--- src/rtl/frame_buf_config.svh ---
`ifndef FRAME_BUF_CONFIG_SVH
`define FRAME_BUF_CONFIG_SVH

// pixel and payload width
`define FB_DATA_W 16
// words per page burst, also the sdram burst length
`define FB_PAGE_LEN 8
// pages making up one frame
`define FB_FRAME_PAGES 4

// sdram geometry
`define FB_ROW_W 13
`define FB_BANK_W 2

// sdram timing in s_sdram_clk cycles
`define FB_CAS_LAT 2
`define FB_TRCD 2
`define FB_TRP 2
`define FB_INIT_WAIT 20

`endif
--- src/rtl/frame_buf_pkg.sv ---
`include "frame_buf_config.svh"

package frame_buf_pkg;

    // one stored pixel
    typedef logic [`FB_DATA_W-1:0] pixel_t;

    // replayed word, sof flags first word of a frame
    typedef struct packed {
        logic   sof;
        pixel_t pix;
    } rd_word_t;

    // {cs_n, ras_n, cas_n, we_n}
    typedef enum logic [3:0] {
        CMD_NOP       = 4'b0111,
        CMD_ACTIVE    = 4'b0011,
        CMD_READ      = 4'b0101,
        CMD_WRITE     = 4'b0100,
        CMD_PRECHARGE = 4'b0010,
        CMD_REFRESH   = 4'b0001,
        CMD_LOAD_MODE = 4'b0000
    } sdram_cmd_e;

endpackage

--- src/rtl/sdram_req_if.sv ---
`timescale 1ns/10ps
`include "frame_buf_config.svh"

interface sdram_req_if;

    // one-cycle request strobe
    logic                 rw_en;
    // 1 read, 0 write
    logic                 rw;
    // page row to open
    logic [`FB_ROW_W-1:0] row;
    // read is the start of a frame replay
    logic                 sof;
    // engine idle, next request may go
    logic                 ready;

    modport arb (output rw_en, output rw, output row, output sof, input ready);

    modport eng (input rw_en, input rw, input row, input sof, output ready);

endinterface

--- src/rtl/frame_buf_top.sv ---
`timescale 1ns/10ps
`include "frame_buf_config.svh"

module frame_buf_top
    import frame_buf_pkg::*;
(
    input  logic                  s_sdram_clk,
    input  logic                  s_sdram_rst,
    input  logic                  i_pix_valid,
    input  logic [`FB_DATA_W-1:0] i_pix_data,
    output logic                  o_pix_ready,
    output logic                  o_rd_valid,
    output logic [`FB_DATA_W-1:0] o_rd_data,
    output logic                  o_rd_sof,
    input  logic                  i_rd_ready,
    input  logic                  i_new_frame,
    output logic                  o_sdram_cke,
    output logic                  o_sdram_cs_n,
    output logic                  o_sdram_ras_n,
    output logic                  o_sdram_cas_n,
    output logic                  o_sdram_we_n,
    output logic [`FB_ROW_W-1:0]  o_sdram_addr,
    output logic [`FB_BANK_W-1:0] o_sdram_ba,
    output logic [1:0]            o_sdram_dqm,
    output logic [`FB_DATA_W-1:0] o_sdram_dq,
    output logic                  o_sdram_dq_oe,
    input  logic [`FB_DATA_W-1:0] i_sdram_dq,
    output logic                  o_init_done
);
    // two pages of slack on each side
    localparam int FIFO_DEPTH = 2 * `FB_PAGE_LEN;
    localparam int CNT_W      = $clog2(FIFO_DEPTH) + 1;

    sdram_req_if req_if ();

    pixel_t           wr_data;
    logic             wr_valid;
    logic             wr_pop;
    logic [CNT_W-1:0] wr_count;
    logic [CNT_W-1:0] rd_count;
    logic             rd_flush;
    logic             rd_push;
    rd_word_t         rd_word_in;
    rd_word_t         rd_word_out;

    assign o_rd_data = rd_word_out.pix;
    assign o_rd_sof  = rd_word_out.sof;

    // pixels waiting for a write burst
    sync_fifo #(
        .payload_t (pixel_t),
        .DEPTH     (FIFO_DEPTH)
    ) u_wr_fifo (
        .s_sdram_clk (s_sdram_clk),
        .s_sdram_rst (s_sdram_rst),
        .i_flush     (1'b0),
        .i_wr_valid  (i_pix_valid),
        .i_wr_data   (i_pix_data),
        .o_wr_ready  (o_pix_ready),
        .o_rd_valid  (wr_valid),
        .o_rd_data   (wr_data),
        .i_rd_ready  (wr_pop),
        .o_count     (wr_count)
    );

    // replayed words, room reserved by the arbiter
    sync_fifo #(
        .payload_t (rd_word_t),
        .DEPTH     (FIFO_DEPTH)
    ) u_rd_fifo (
        .s_sdram_clk (s_sdram_clk),
        .s_sdram_rst (s_sdram_rst),
        .i_flush     (rd_flush),
        .i_wr_valid  (rd_push),
        .i_wr_data   (rd_word_in),
        .o_wr_ready  (),
        .o_rd_valid  (o_rd_valid),
        .o_rd_data   (rd_word_out),
        .i_rd_ready  (i_rd_ready),
        .o_count     (rd_count)
    );

    page_arbiter #(
        .FIFO_DEPTH (FIFO_DEPTH)
    ) u_arbiter (
        .s_sdram_clk (s_sdram_clk),
        .s_sdram_rst (s_sdram_rst),
        .i_new_frame (i_new_frame),
        .i_wr_count  (wr_count),
        .i_rd_count  (rd_count),
        .o_rd_flush  (rd_flush),
        .req         (req_if.arb)
    );

    sdram_cmd_engine u_engine (
        .s_sdram_clk   (s_sdram_clk),
        .s_sdram_rst   (s_sdram_rst),
        .req           (req_if.eng),
        .i_wr_data     (wr_data),
        .i_wr_valid    (wr_valid),
        .o_wr_pop      (wr_pop),
        .o_rd_push     (rd_push),
        .o_rd_word     (rd_word_in),
        .o_sdram_cke   (o_sdram_cke),
        .o_sdram_cs_n  (o_sdram_cs_n),
        .o_sdram_ras_n (o_sdram_ras_n),
        .o_sdram_cas_n (o_sdram_cas_n),
        .o_sdram_we_n  (o_sdram_we_n),
        .o_sdram_addr  (o_sdram_addr),
        .o_sdram_ba    (o_sdram_ba),
        .o_sdram_dqm   (o_sdram_dqm),
        .o_sdram_dq    (o_sdram_dq),
        .o_sdram_dq_oe (o_sdram_dq_oe),
        .i_sdram_dq    (i_sdram_dq),
        .o_init_done   (o_init_done)
    );

endmodule

--- src/rtl/sdram_cmd_engine.sv ---
`timescale 1ns/10ps
`include "frame_buf_config.svh"

module sdram_cmd_engine
    import frame_buf_pkg::*;
(
    input  logic                  s_sdram_clk,
    input  logic                  s_sdram_rst,
    sdram_req_if.eng              req,
    input  pixel_t                i_wr_data,
    input  logic                  i_wr_valid,
    output logic                  o_wr_pop,
    output logic                  o_rd_push,
    output rd_word_t              o_rd_word,
    output logic                  o_sdram_cke,
    output logic                  o_sdram_cs_n,
    output logic                  o_sdram_ras_n,
    output logic                  o_sdram_cas_n,
    output logic                  o_sdram_we_n,
    output logic [`FB_ROW_W-1:0]  o_sdram_addr,
    output logic [`FB_BANK_W-1:0] o_sdram_ba,
    output logic [1:0]            o_sdram_dqm,
    output pixel_t                o_sdram_dq,
    output logic                  o_sdram_dq_oe,
    input  pixel_t                i_sdram_dq,
    output logic                  o_init_done
);
    localparam int ROW_W = `FB_ROW_W;
    localparam int CL    = `FB_CAS_LAT;
    // auto refresh and mode register recovery
    localparam int T_RFC = 7;
    localparam int T_MRD = 2;
    localparam int CNT_W = $clog2(`FB_INIT_WAIT + `FB_PAGE_LEN + CL + T_RFC);

    // read window covers the cas latency tail
    localparam logic [CNT_W-1:0] RD_LAST = CNT_W'(`FB_PAGE_LEN + CL - 1);
    localparam logic [CNT_W-1:0] RD_TAIL = CNT_W'(CL);
    // write gets one spare cycle before precharge
    localparam logic [CNT_W-1:0] WR_LAST = CNT_W'(`FB_PAGE_LEN);
    localparam logic [CNT_W-1:0] WR_TAIL = CNT_W'(1);
    // A10 high selects all banks
    localparam logic [ROW_W-1:0] PRE_ALL = ROW_W'(1 << 10);
    // sequential burst, write burst on, cas and length from config
    localparam logic [ROW_W-1:0] MODE_WORD =
        ROW_W'({3'(CL), 1'b0, 3'($clog2(`FB_PAGE_LEN))});

    typedef enum logic [3:0] {
        ST_INIT_WAIT,
        ST_INIT_PRE,
        ST_INIT_REF1,
        ST_INIT_REF2,
        ST_INIT_MODE,
        ST_IDLE,
        ST_TRCD,
        ST_DATA,
        ST_TRP
    } state_e;

    state_e           state;
    logic [CNT_W-1:0] cnt;
    sdram_cmd_e       cmd_q;
    logic             rw_q;
    logic             sof_pend;
    logic             burst_rd;
    logic [CL-1:0]    rd_pipe;
    logic [CNT_W-1:0] burst_last;
    logic [CNT_W-1:0] burst_tail;
    logic             data_beat;

    assign {o_sdram_cs_n, o_sdram_ras_n, o_sdram_cas_n, o_sdram_we_n} = cmd_q;
    // clock never suspended, no power-down
    assign o_sdram_cke = 1'b1;
    // whole frame lives in bank 0
    assign o_sdram_ba  = '0;

    assign req.ready = (state == ST_IDLE);

    // cnt counts down through the data window
    assign burst_last = rw_q ? RD_LAST : WR_LAST;
    assign burst_tail = rw_q ? RD_TAIL : WR_TAIL;
    assign data_beat  = (state == ST_DATA) && (cnt >= burst_tail);
    assign o_wr_pop   = data_beat && !rw_q && i_wr_valid;

    always_ff @(posedge s_sdram_clk) begin
        if (s_sdram_rst) begin
            state         <= ST_INIT_WAIT;
            cnt           <= CNT_W'(`FB_INIT_WAIT - 1);
            cmd_q         <= CMD_NOP;
            o_sdram_addr  <= '0;
            o_sdram_dqm   <= '0;
            o_sdram_dq_oe <= 1'b0;
            o_init_done   <= 1'b0;
            o_rd_push     <= 1'b0;
            rw_q          <= 1'b0;
            sof_pend      <= 1'b0;
            burst_rd      <= 1'b0;
            rd_pipe       <= '0;
        end else begin
            cmd_q         <= CMD_NOP;
            o_sdram_dqm   <= '0;
            o_sdram_dq_oe <= 1'b0;
            burst_rd      <= 1'b0;
            // marks cycles where dq holds read data
            rd_pipe       <= {rd_pipe[CL-2:0], burst_rd};
            o_rd_push     <= rd_pipe[CL-1];
            if (rd_pipe[CL-1]) begin
                sof_pend <= 1'b0;
            end
            if (cnt != '0) begin
                cnt <= cnt - 1'b1;
            end
            case (state)
                ST_INIT_WAIT: if (cnt == '0) begin
                    cmd_q        <= CMD_PRECHARGE;
                    o_sdram_addr <= PRE_ALL;
                    state        <= ST_INIT_PRE;
                    cnt          <= CNT_W'(`FB_TRP - 1);
                end
                ST_INIT_PRE: if (cnt == '0) begin
                    cmd_q <= CMD_REFRESH;
                    state <= ST_INIT_REF1;
                    cnt   <= CNT_W'(T_RFC - 1);
                end
                ST_INIT_REF1: if (cnt == '0) begin
                    cmd_q <= CMD_REFRESH;
                    state <= ST_INIT_REF2;
                    cnt   <= CNT_W'(T_RFC - 1);
                end
                ST_INIT_REF2: if (cnt == '0) begin
                    cmd_q        <= CMD_LOAD_MODE;
                    o_sdram_addr <= MODE_WORD;
                    state        <= ST_INIT_MODE;
                    cnt          <= CNT_W'(T_MRD - 1);
                end
                ST_INIT_MODE: if (cnt == '0) begin
                    o_init_done <= 1'b1;
                    state       <= ST_IDLE;
                end
                ST_IDLE: if (req.rw_en) begin
                    cmd_q        <= CMD_ACTIVE;
                    o_sdram_addr <= req.row;
                    rw_q         <= req.rw;
                    sof_pend     <= req.rw && req.sof;
                    state        <= ST_TRCD;
                    // read or write goes out FB_TRCD after active
                    cnt          <= CNT_W'(`FB_TRCD - 2);
                end
                ST_TRCD: if (cnt == '0) begin
                    state <= ST_DATA;
                    cnt   <= burst_last;
                end
                ST_DATA: begin
                    // column 0, A10 low so no auto precharge
                    if (cnt == burst_last) begin
                        cmd_q        <= rw_q ? CMD_READ : CMD_WRITE;
                        o_sdram_addr <= '0;
                    end
                    if (data_beat && rw_q) begin
                        burst_rd <= 1'b1;
                    end
                    // missing write word is masked off
                    if (data_beat && !rw_q) begin
                        o_sdram_dq_oe <= 1'b1;
                        o_sdram_dqm   <= {2{!i_wr_valid}};
                    end
                    if (cnt == '0) begin
                        cmd_q        <= CMD_PRECHARGE;
                        o_sdram_addr <= PRE_ALL;
                        state        <= ST_TRP;
                        cnt          <= CNT_W'(`FB_TRP - 1);
                    end
                end
                ST_TRP: if (cnt == '0) begin
                    state <= ST_IDLE;
                end
                default: state <= ST_IDLE;
            endcase
        end
    end

    // write data rides with the pop
    always_ff @(posedge s_sdram_clk) begin
        if (o_wr_pop) begin
            o_sdram_dq <= i_wr_data;
        end
    end

    // captured read word, sof only on the first of a replay
    always_ff @(posedge s_sdram_clk) begin
        if (rd_pipe[CL-1]) begin
            o_rd_word.pix <= i_sdram_dq;
            o_rd_word.sof <= sof_pend;
        end
    end

endmodule

--- src/rtl/page_arbiter.sv ---
`timescale 1ns/10ps
`include "frame_buf_config.svh"

module page_arbiter #(
    parameter int  FIFO_DEPTH = 2 * `FB_PAGE_LEN,
    localparam int CNT_W      = $clog2(FIFO_DEPTH) + 1
) (
    input  logic             s_sdram_clk,
    input  logic             s_sdram_rst,
    input  logic             i_new_frame,
    input  logic [CNT_W-1:0] i_wr_count,
    input  logic [CNT_W-1:0] i_rd_count,
    output logic             o_rd_flush,
    sdram_req_if.arb         req
);
    // page counters must reach FB_FRAME_PAGES itself
    localparam int PAGE_W = $clog2(`FB_FRAME_PAGES + 1);
    localparam int ROW_W  = `FB_ROW_W;

    logic              busy;
    logic              frame_pend;
    logic [PAGE_W-1:0] write_row;
    logic [PAGE_W-1:0] read_row;
    logic [PAGE_W-1:0] pages_written;
    logic              go_restart;
    logic              go_read;
    logic              go_write;

    // replay only once something has been stored
    assign go_restart = frame_pend && (pages_written != '0);
    // read fifo must take a whole page, sdram data can't be stalled
    assign go_read    = (read_row < pages_written) &&
                        (i_rd_count <= CNT_W'(FIFO_DEPTH - `FB_PAGE_LEN));
    // full page waiting in the write fifo
    assign go_write   = (i_wr_count >= CNT_W'(`FB_PAGE_LEN));

    always_ff @(posedge s_sdram_clk) begin
        if (s_sdram_rst) begin
            busy          <= 1'b0;
            frame_pend    <= 1'b0;
            write_row     <= '0;
            read_row      <= '0;
            pages_written <= '0;
            o_rd_flush    <= 1'b0;
            req.rw_en     <= 1'b0;
            req.rw        <= 1'b0;
            req.row       <= '0;
            req.sof       <= 1'b0;
        end else begin
            // strobes last one cycle
            req.rw_en  <= 1'b0;
            o_rd_flush <= 1'b0;
            // hold the frame pulse until it can be served
            if (i_new_frame) begin
                frame_pend <= 1'b1;
            end
            if (!busy) begin
                if (req.ready && (go_restart || go_read || go_write)) begin
                    busy      <= 1'b1;
                    req.rw_en <= 1'b1;
                    req.rw    <= go_restart || go_read;
                    req.sof   <= go_restart;
                    // priority restart, then read, then write
                    if (go_restart) begin
                        frame_pend <= i_new_frame;
                        read_row   <= '0;
                        req.row    <= '0;
                        o_rd_flush <= 1'b1;
                    end else if (go_read) begin
                        req.row <= ROW_W'(read_row);
                    end else begin
                        req.row <= ROW_W'(write_row);
                    end
                end
            end else if (req.ready && !req.rw_en) begin
                // engine back to idle, burst finished
                busy <= 1'b0;
                if (req.rw) begin
                    read_row <= read_row + 1'b1;
                end else begin
                    write_row <= (write_row == PAGE_W'(`FB_FRAME_PAGES - 1)) ?
                                 '0 : write_row + 1'b1;
                    if (pages_written != PAGE_W'(`FB_FRAME_PAGES)) begin
                        pages_written <= pages_written + 1'b1;
                    end
                end
            end
        end
    end

endmodule

--- src/rtl/sync_fifo.sv ---
`timescale 1ns/10ps

module sync_fifo #(
    parameter type payload_t = logic [7:0],
    parameter int  DEPTH     = 16,
    localparam int AW        = $clog2(DEPTH),
    localparam int CW        = AW + 1
) (
    input  logic     s_sdram_clk,
    input  logic     s_sdram_rst,
    input  logic     i_flush,
    input  logic     i_wr_valid,
    input  payload_t i_wr_data,
    output logic     o_wr_ready,
    output logic     o_rd_valid,
    output payload_t o_rd_data,
    input  logic     i_rd_ready,
    output logic [CW-1:0] o_count
);
    payload_t      mem [DEPTH];
    logic [AW-1:0] wr_ptr;
    logic [AW-1:0] rd_ptr;
    logic          push;
    logic          pop;

    assign o_wr_ready = (o_count != CW'(DEPTH));
    assign o_rd_valid = (o_count != '0);
    // head word shows as soon as count is nonzero
    assign o_rd_data  = mem[rd_ptr];

    assign push = i_wr_valid && o_wr_ready;
    assign pop  = o_rd_valid && i_rd_ready;

    always_ff @(posedge s_sdram_clk) begin
        if (push) begin
            mem[wr_ptr] <= i_wr_data;
        end
    end

    always_ff @(posedge s_sdram_clk) begin
        if (s_sdram_rst || i_flush) begin
            // flush drops everything in one cycle
            wr_ptr  <= '0;
            rd_ptr  <= '0;
            o_count <= '0;
        end else begin
            if (push) begin
                wr_ptr <= (wr_ptr == AW'(DEPTH - 1)) ? '0 : wr_ptr + 1'b1;
            end
            if (pop) begin
                rd_ptr <= (rd_ptr == AW'(DEPTH - 1)) ? '0 : rd_ptr + 1'b1;
            end
            // simultaneous push and pop leaves count alone
            if (push && !pop) begin
                o_count <= o_count + 1'b1;
            end else if (pop && !push) begin
                o_count <= o_count - 1'b1;
            end
        end
    end

endmodule

--- config.mk ---
export PLATFORM = sky130hd
export DESIGN_NAME = frame_buf_top
export DESIGN_NICKNAME = d
export VERILOG_FILES = /design/src/rtl/frame_buf_pkg.sv /design/src/rtl/sdram_req_if.sv /design/src/rtl/frame_buf_top.sv /design/src/rtl/sdram_cmd_engine.sv /design/src/rtl/page_arbiter.sv /design/src/rtl/sync_fifo.sv
export VERILOG_INCLUDE_DIRS = /design/src /design/src/rtl
export SDC_FILE = /design/constraint.sdc
export NUM_CORES = 1
export LEC_CHECK = 0
export BUFFER_PORTS_ARGS = -buffer_cell sky130_fd_sc_hd__buf_2
export CAP_MARGIN = 0
export CORE_ASPECT_RATIO = 2
export CORE_UTILIZATION = 55
export DETAILED_ROUTE_END_ITERATION = 12
export GPL_ROUTABILITY_DRIVEN = 1
export GPL_TIMING_DRIVEN = 0
export PLACE_DENSITY = 0.83
export RECOVER_POWER = 50
export SYNTH_ARGS = -nofsm -noshare
export SYNTH_HDL_FRONTEND = slang
export SYNTH_SLANG_ARGS = --single-unit
--- constraint.sdc ---
create_clock -name s_sdram_clk -period 3.9 [get_ports s_sdram_clk]
set_input_delay 0.585 -clock s_sdram_clk [delete_from_list [all_inputs] [get_ports s_sdram_clk]]
set_output_delay 0.585 -clock s_sdram_clk [all_outputs]
set_load 0.005 [all_outputs]
==> results.txt <==
After the first detailed-routing iteration, the DRC count stood at between 1,000 and 1,500. The worst-path maximum fanout is 10. The die outline width came out at approximately 150 µm.

The min-delay analysis places its worst path in the category in2reg. The leakage power is between 0.009 and 0.01 µW. The remaining design rule violation count is 3. The final reports fail on DRC. The die is 304 µm tall. The nature of the critical path startpoint is a register. The switching share of power is 0.222.

The detailed-router iteration count before antenna repair is 12. The pin count of the biggest net entering global routing is 20. For the worst-skew pair, the clock arrives at the later sink with an insertion delay of 0.59 ns. The power per unit of standard cell area is roughly 500 mW/mm².

The fraction of met2 tracks used by global routing came out at 0.515. During synthesis, Yosys emitted a total of 0 warnings. The worst max-slew margin expressed relative to the limit came out at 0.0598.

The post-route fraction of the period consumed by the critical path is 0.978. The startpoint of the worst hold path is i_sdram_dq[10]. The via density per instance came out at between 6 and 7. The number of pins with negative max-slew slack in the final report is 0. The effective utilization at floorplan came out at 0.557. met2 is the most crowded layer. The total die area came out at around 0.046 mm².

The run finished, with violations left. The area added between synthesis and finish came out at 14.8%. The cell-internal power is roughly 11,000 µW.

Setup repair after global routing left no endpoint under its margin. The worst-case clock buffer depth came out at 3. The post-synthesis share of cell area spent on full adders, half adders and majority gates is 0.0166. The worst hold path terminates at u_engine.o_rd_word[10]$_DFFE_PP_. The number of nets in the final layout is approximately 1,500. The total number of placement rows is between 100 and 150. The most repeated cell in the gate-level netlist after synthesis is edfxtp_1.

The smallest hold slack is 0.174 ns. After synthesis, the largest family of logic cells by area is multiplexers. The xor/xnor cell area share of the yosys netlist came out at 0.00525.

The total overflow left after global routing is 0. The finished cells cover between 0.02 and 0.03 mm². In this run the critical register-to-register path is launched from u_engine.state[1]$_SDFFE_PP0P_. Data on the critical path is required at its endpoint by 3.31 ns. Clock skew on the completed layout was measured at between 0.01 and 0.015 ns. The minimum clock period came out at roughly 3.8 ns.

The combined area of all synthesized cells came out at 0.0250 mm². The via count of the first global-routing pass came out at 13,767. Of the total power, combinational logic draws 0.105. The maximum frequency from static timing analysis is approximately 0.26 GHz. The post-synthesis cell count is between 1,000 and 1,500. The average footprint of a synthesized cell came out at 19.5 µm². The number of enable flip-flop cells after synthesis is 561.

The share of synthesized area in the top cell type comes to 0.674. The clock share of power is 0.385. The global placer's final weighted congestion came out at about 0.84. After synthesis, the share of flip-flops with an asynchronous set or reset is 0.

The number of H-tree levels came out at 2. The clock-pin slew on the worst setup and hold paths came out at around 0.07 ns. The most frequently used flop master after synthesis is edfxtp_1.

Sorting the synthesized cells by how often they occur yields edfxtp_1 (561), mux4_2 (165), nor2_1 (79), dfxtp_1 (75), nand2_1 (47). The first-pass GRT wire length is around 85,000 µm. The number of antenna violations at the first check in global routing is 1.

Synthesis inferred approximately 640 register bits. The share of post-route cells with drive strength above 1 came out at 0.279. The total area inside the core boundary comes to ~0.045 mm².

The tree is rooted in a clkbuf_16. The relative contribution of sequential cells to total power came out at 0.510. The met1 track demand over resource is 0.253. The number of top-level design ports is 96. The placed standard-cell area is approximately 0.027 mm². The number of distinct standard cells referenced by the synthesized netlist is 69. In the global route stage, met3 resource usage came out at 0.0340. Of all cell types, the one taking the most synthesized area is edfxtp_1. The wire-length estimate of the detail-placed layout is between 30,000 and 40,000 µm. Yosys attributes the largest share of cell area to edfxtp_1 (67%), mux4_2 (15%), dfxtp_1 (6.0%). Of the total synthesized cell area, the portion taken by AND, OR, NAND and NOR gates is 0.0410. In this run the power spent charging and discharging nets is roughly 3300 µW. In the final timing run, aggregate negative setup slack is 0 ns. VDD sags by at most about 0.00045 V. Max-cap violations in this run came to 0. In this run the remaining antenna-violating nets after routing total 0. The post-synthesis mux area share came out at 0.154.

The setup-violating endpoint count in the final report came out at 0. The signal arrival time at the worst endpoint is 3.23 ns. The worst-margin pin slew came out at approximately 1.4 ns.

The CTS sink count is around 640. In this run the critical register-to-register path is captured at u_wr_fifo.o_count[4]$_SDFFE_PP0P_. The clock tree from TritonCTS is done. The antenna cell count came out at 0. The final hold violation count was 0. The count of cells along the worst hold path is 1. The global-route usage over all layers came out at 0.259.

The fraction of the mapped netlist area in compound gates came to 0.0285. The critical path is of the reg2out type. The worst-case register-to-register setup slack is ~0.23 ns.

The post-synthesis sequential area ratio is 0.734. TritonCTS created 53 clock buffers. The final layout contains routed wiring with a total length of ~60,000 µm. The number of fill cells in the layout came out at 2,903. The number of I/O port buffers came out at 83. The count of cells along the worst register-to-register path came out at 14. After detailed routing, the average wire length per cell comes to 28.1 µm. The count of vias placed by the detailed router came out at between 10,000 and 15,000.

The worst setup path is captured at a primary output. For this design, the CTS-stage hold fixing added 0 buffers.
-- registers in the layout (all words and copies together), names as in the netlist, 4 cells and up, named ones only --
register,cells
u_wr_fifo.rd_ptr,4
u_wr_fifo.o_count,5
u_rd_fifo.mem,272
u_engine.o_sdram_dq,16
u_engine.o_rd_word,17
u_rd_fifo.wr_ptr,4
u_rd_fifo.o_count,5
u_engine.o_sdram_addr,5
u_wr_fifo.mem,256
u_engine.state,4
u_rd_fifo.rd_ptr,4
u_wr_fifo.wr_ptr,4
u_engine.cnt,6
-- cell type report --
cell class	instances	area (µm²)	area share
well taps	560	701	0.0244
flip-flops and latches	636	18300	0.639
plain buffers	77	403	0.0140
clock inverters	30	424	0.0148
repair buffers	126	1020	0.0354
inverters	26	98.8	0.00344
multi-input cells	552	6260	0.218
clock buffers	67	1450	0.0506
-- cells in the final DEF, fill, tap and decap left out, types with 4 or more instances in the layout --
cell type	instances
xor2_1	7
bufinv_16	9
nor2_1	55
nor3_1	9
buf_8	21
nand2b_1	10
conb_1	12
nor4_1	6
nor3_2	9
buf_6	22
ha_1	30
or3_1	5
o21ai_0	14
o31ai_1	4
nand2_1	47
clkbuf_1	78
clkinv_2	5
a211oi_1	4
nand3_1	12
dfxtp_1	74
inv_6	5
nor2b_1	9
edfxtp_1	561
a31oi_1	8
nor2_2	24
clkbuf_16	55
buf_2	65
buf_16	5
a21o_1	6
xnor2_1	8
inv_1	24
buf_4	13
mux4_2	165
mux2i_1	12
buf_1	5
a21oi_1	39
a21boi_0	4
-- critical path: stages (launching register included) --
cell and delay [ns]:
dfxtp_1 0.31, clkbuf_1 0.17, buf_2 0.35, buf_1 0.70, mux4_2 0.42, mux4_2 0.53
buf_2 0.15
-- what timing repair did --
| action | 4_1_cts | 5_1_grt |
|---|---|---|
| resized for setup | 0 | 1 |
| endpoints found under the setup margin | 1 | 1 |
| pin swaps | 1 | 0 |
| buffers inserted | 1 | 0 |
| endpoints found under the hold margin | 0 | 0 |
-- per-stage QoR --
step | util | power (µW) | instances | setup WS, ns
2_1_floorplan | - | 8740 | 1291 | 0.119
3_3_place_gp | 0.583 | 9160 | 1934 | -0.975
3_5_place_dp | 0.599 | 9230 | 1976 | 0.0211
4_1_cts | 0.641 | 14800 | 2074 | 0.0399
5_1_grt | 0.640 | 15200 | 2074 | 0.0297
6_report | 0.640 | 14800 | 2074 | 0.0852
-- worst max-delay path by stage --
stage	slack (ns)	depth (start not counted)	startpoint	endpoint
4_1_cts	0.04	6	register	o_rd_data[9]
3_3_place_gp	-0.98	14	u_engine.rw_q$_SDFFE_PP0P_	u_wr_fifo.o_count[4]$_SDFFE_PP0P_
3_5_place_dp	0.02	15	u_engine.rw_q$_SDFFE_PP0P_	u_wr_fifo.o_count[4]$_SDFFE_PP0P_
2_1_floorplan	0.12	14	u_engine.rw_q$_SDFFE_PP0P_	u_wr_fifo.o_count[4]$_SDFFE_PP0P_
6_report	0.09	6	register	o_rd_data[9]
5_1_grt	0.03	6	register	o_rd_data[3]
-- cells by family (layout without fill, tap and decap cells) --
logic type,count (synthesis),count (layout)
DFF,636,636
muxes,178,178
other,2,12
xor gates and xnor gates,15,15
AOI/OAI and AO/OA,105,105
buffers and inverters,103,326
adders and majority gates,32,32
and+or+nand+nor,210,210
-- layer usage --
metal,up-vias,part of all wire
li1,5514,-
met1,6688,0.30
met2,676,0.58
met3,194,0.059
met4,0,0.058
met5,-,0
-- power by group through the flow --
stage	clock, µW	sequential (µW)	combinational (µW)
after floorplan	0	7660	1080
after global placement	0	7680	1490
after detailed placement	0	7680	1550
after CTS	5740	7530	1570
after global routing	5980	7540	1660
final	5680	7530	1550
(Power assumes the default switching activity.)
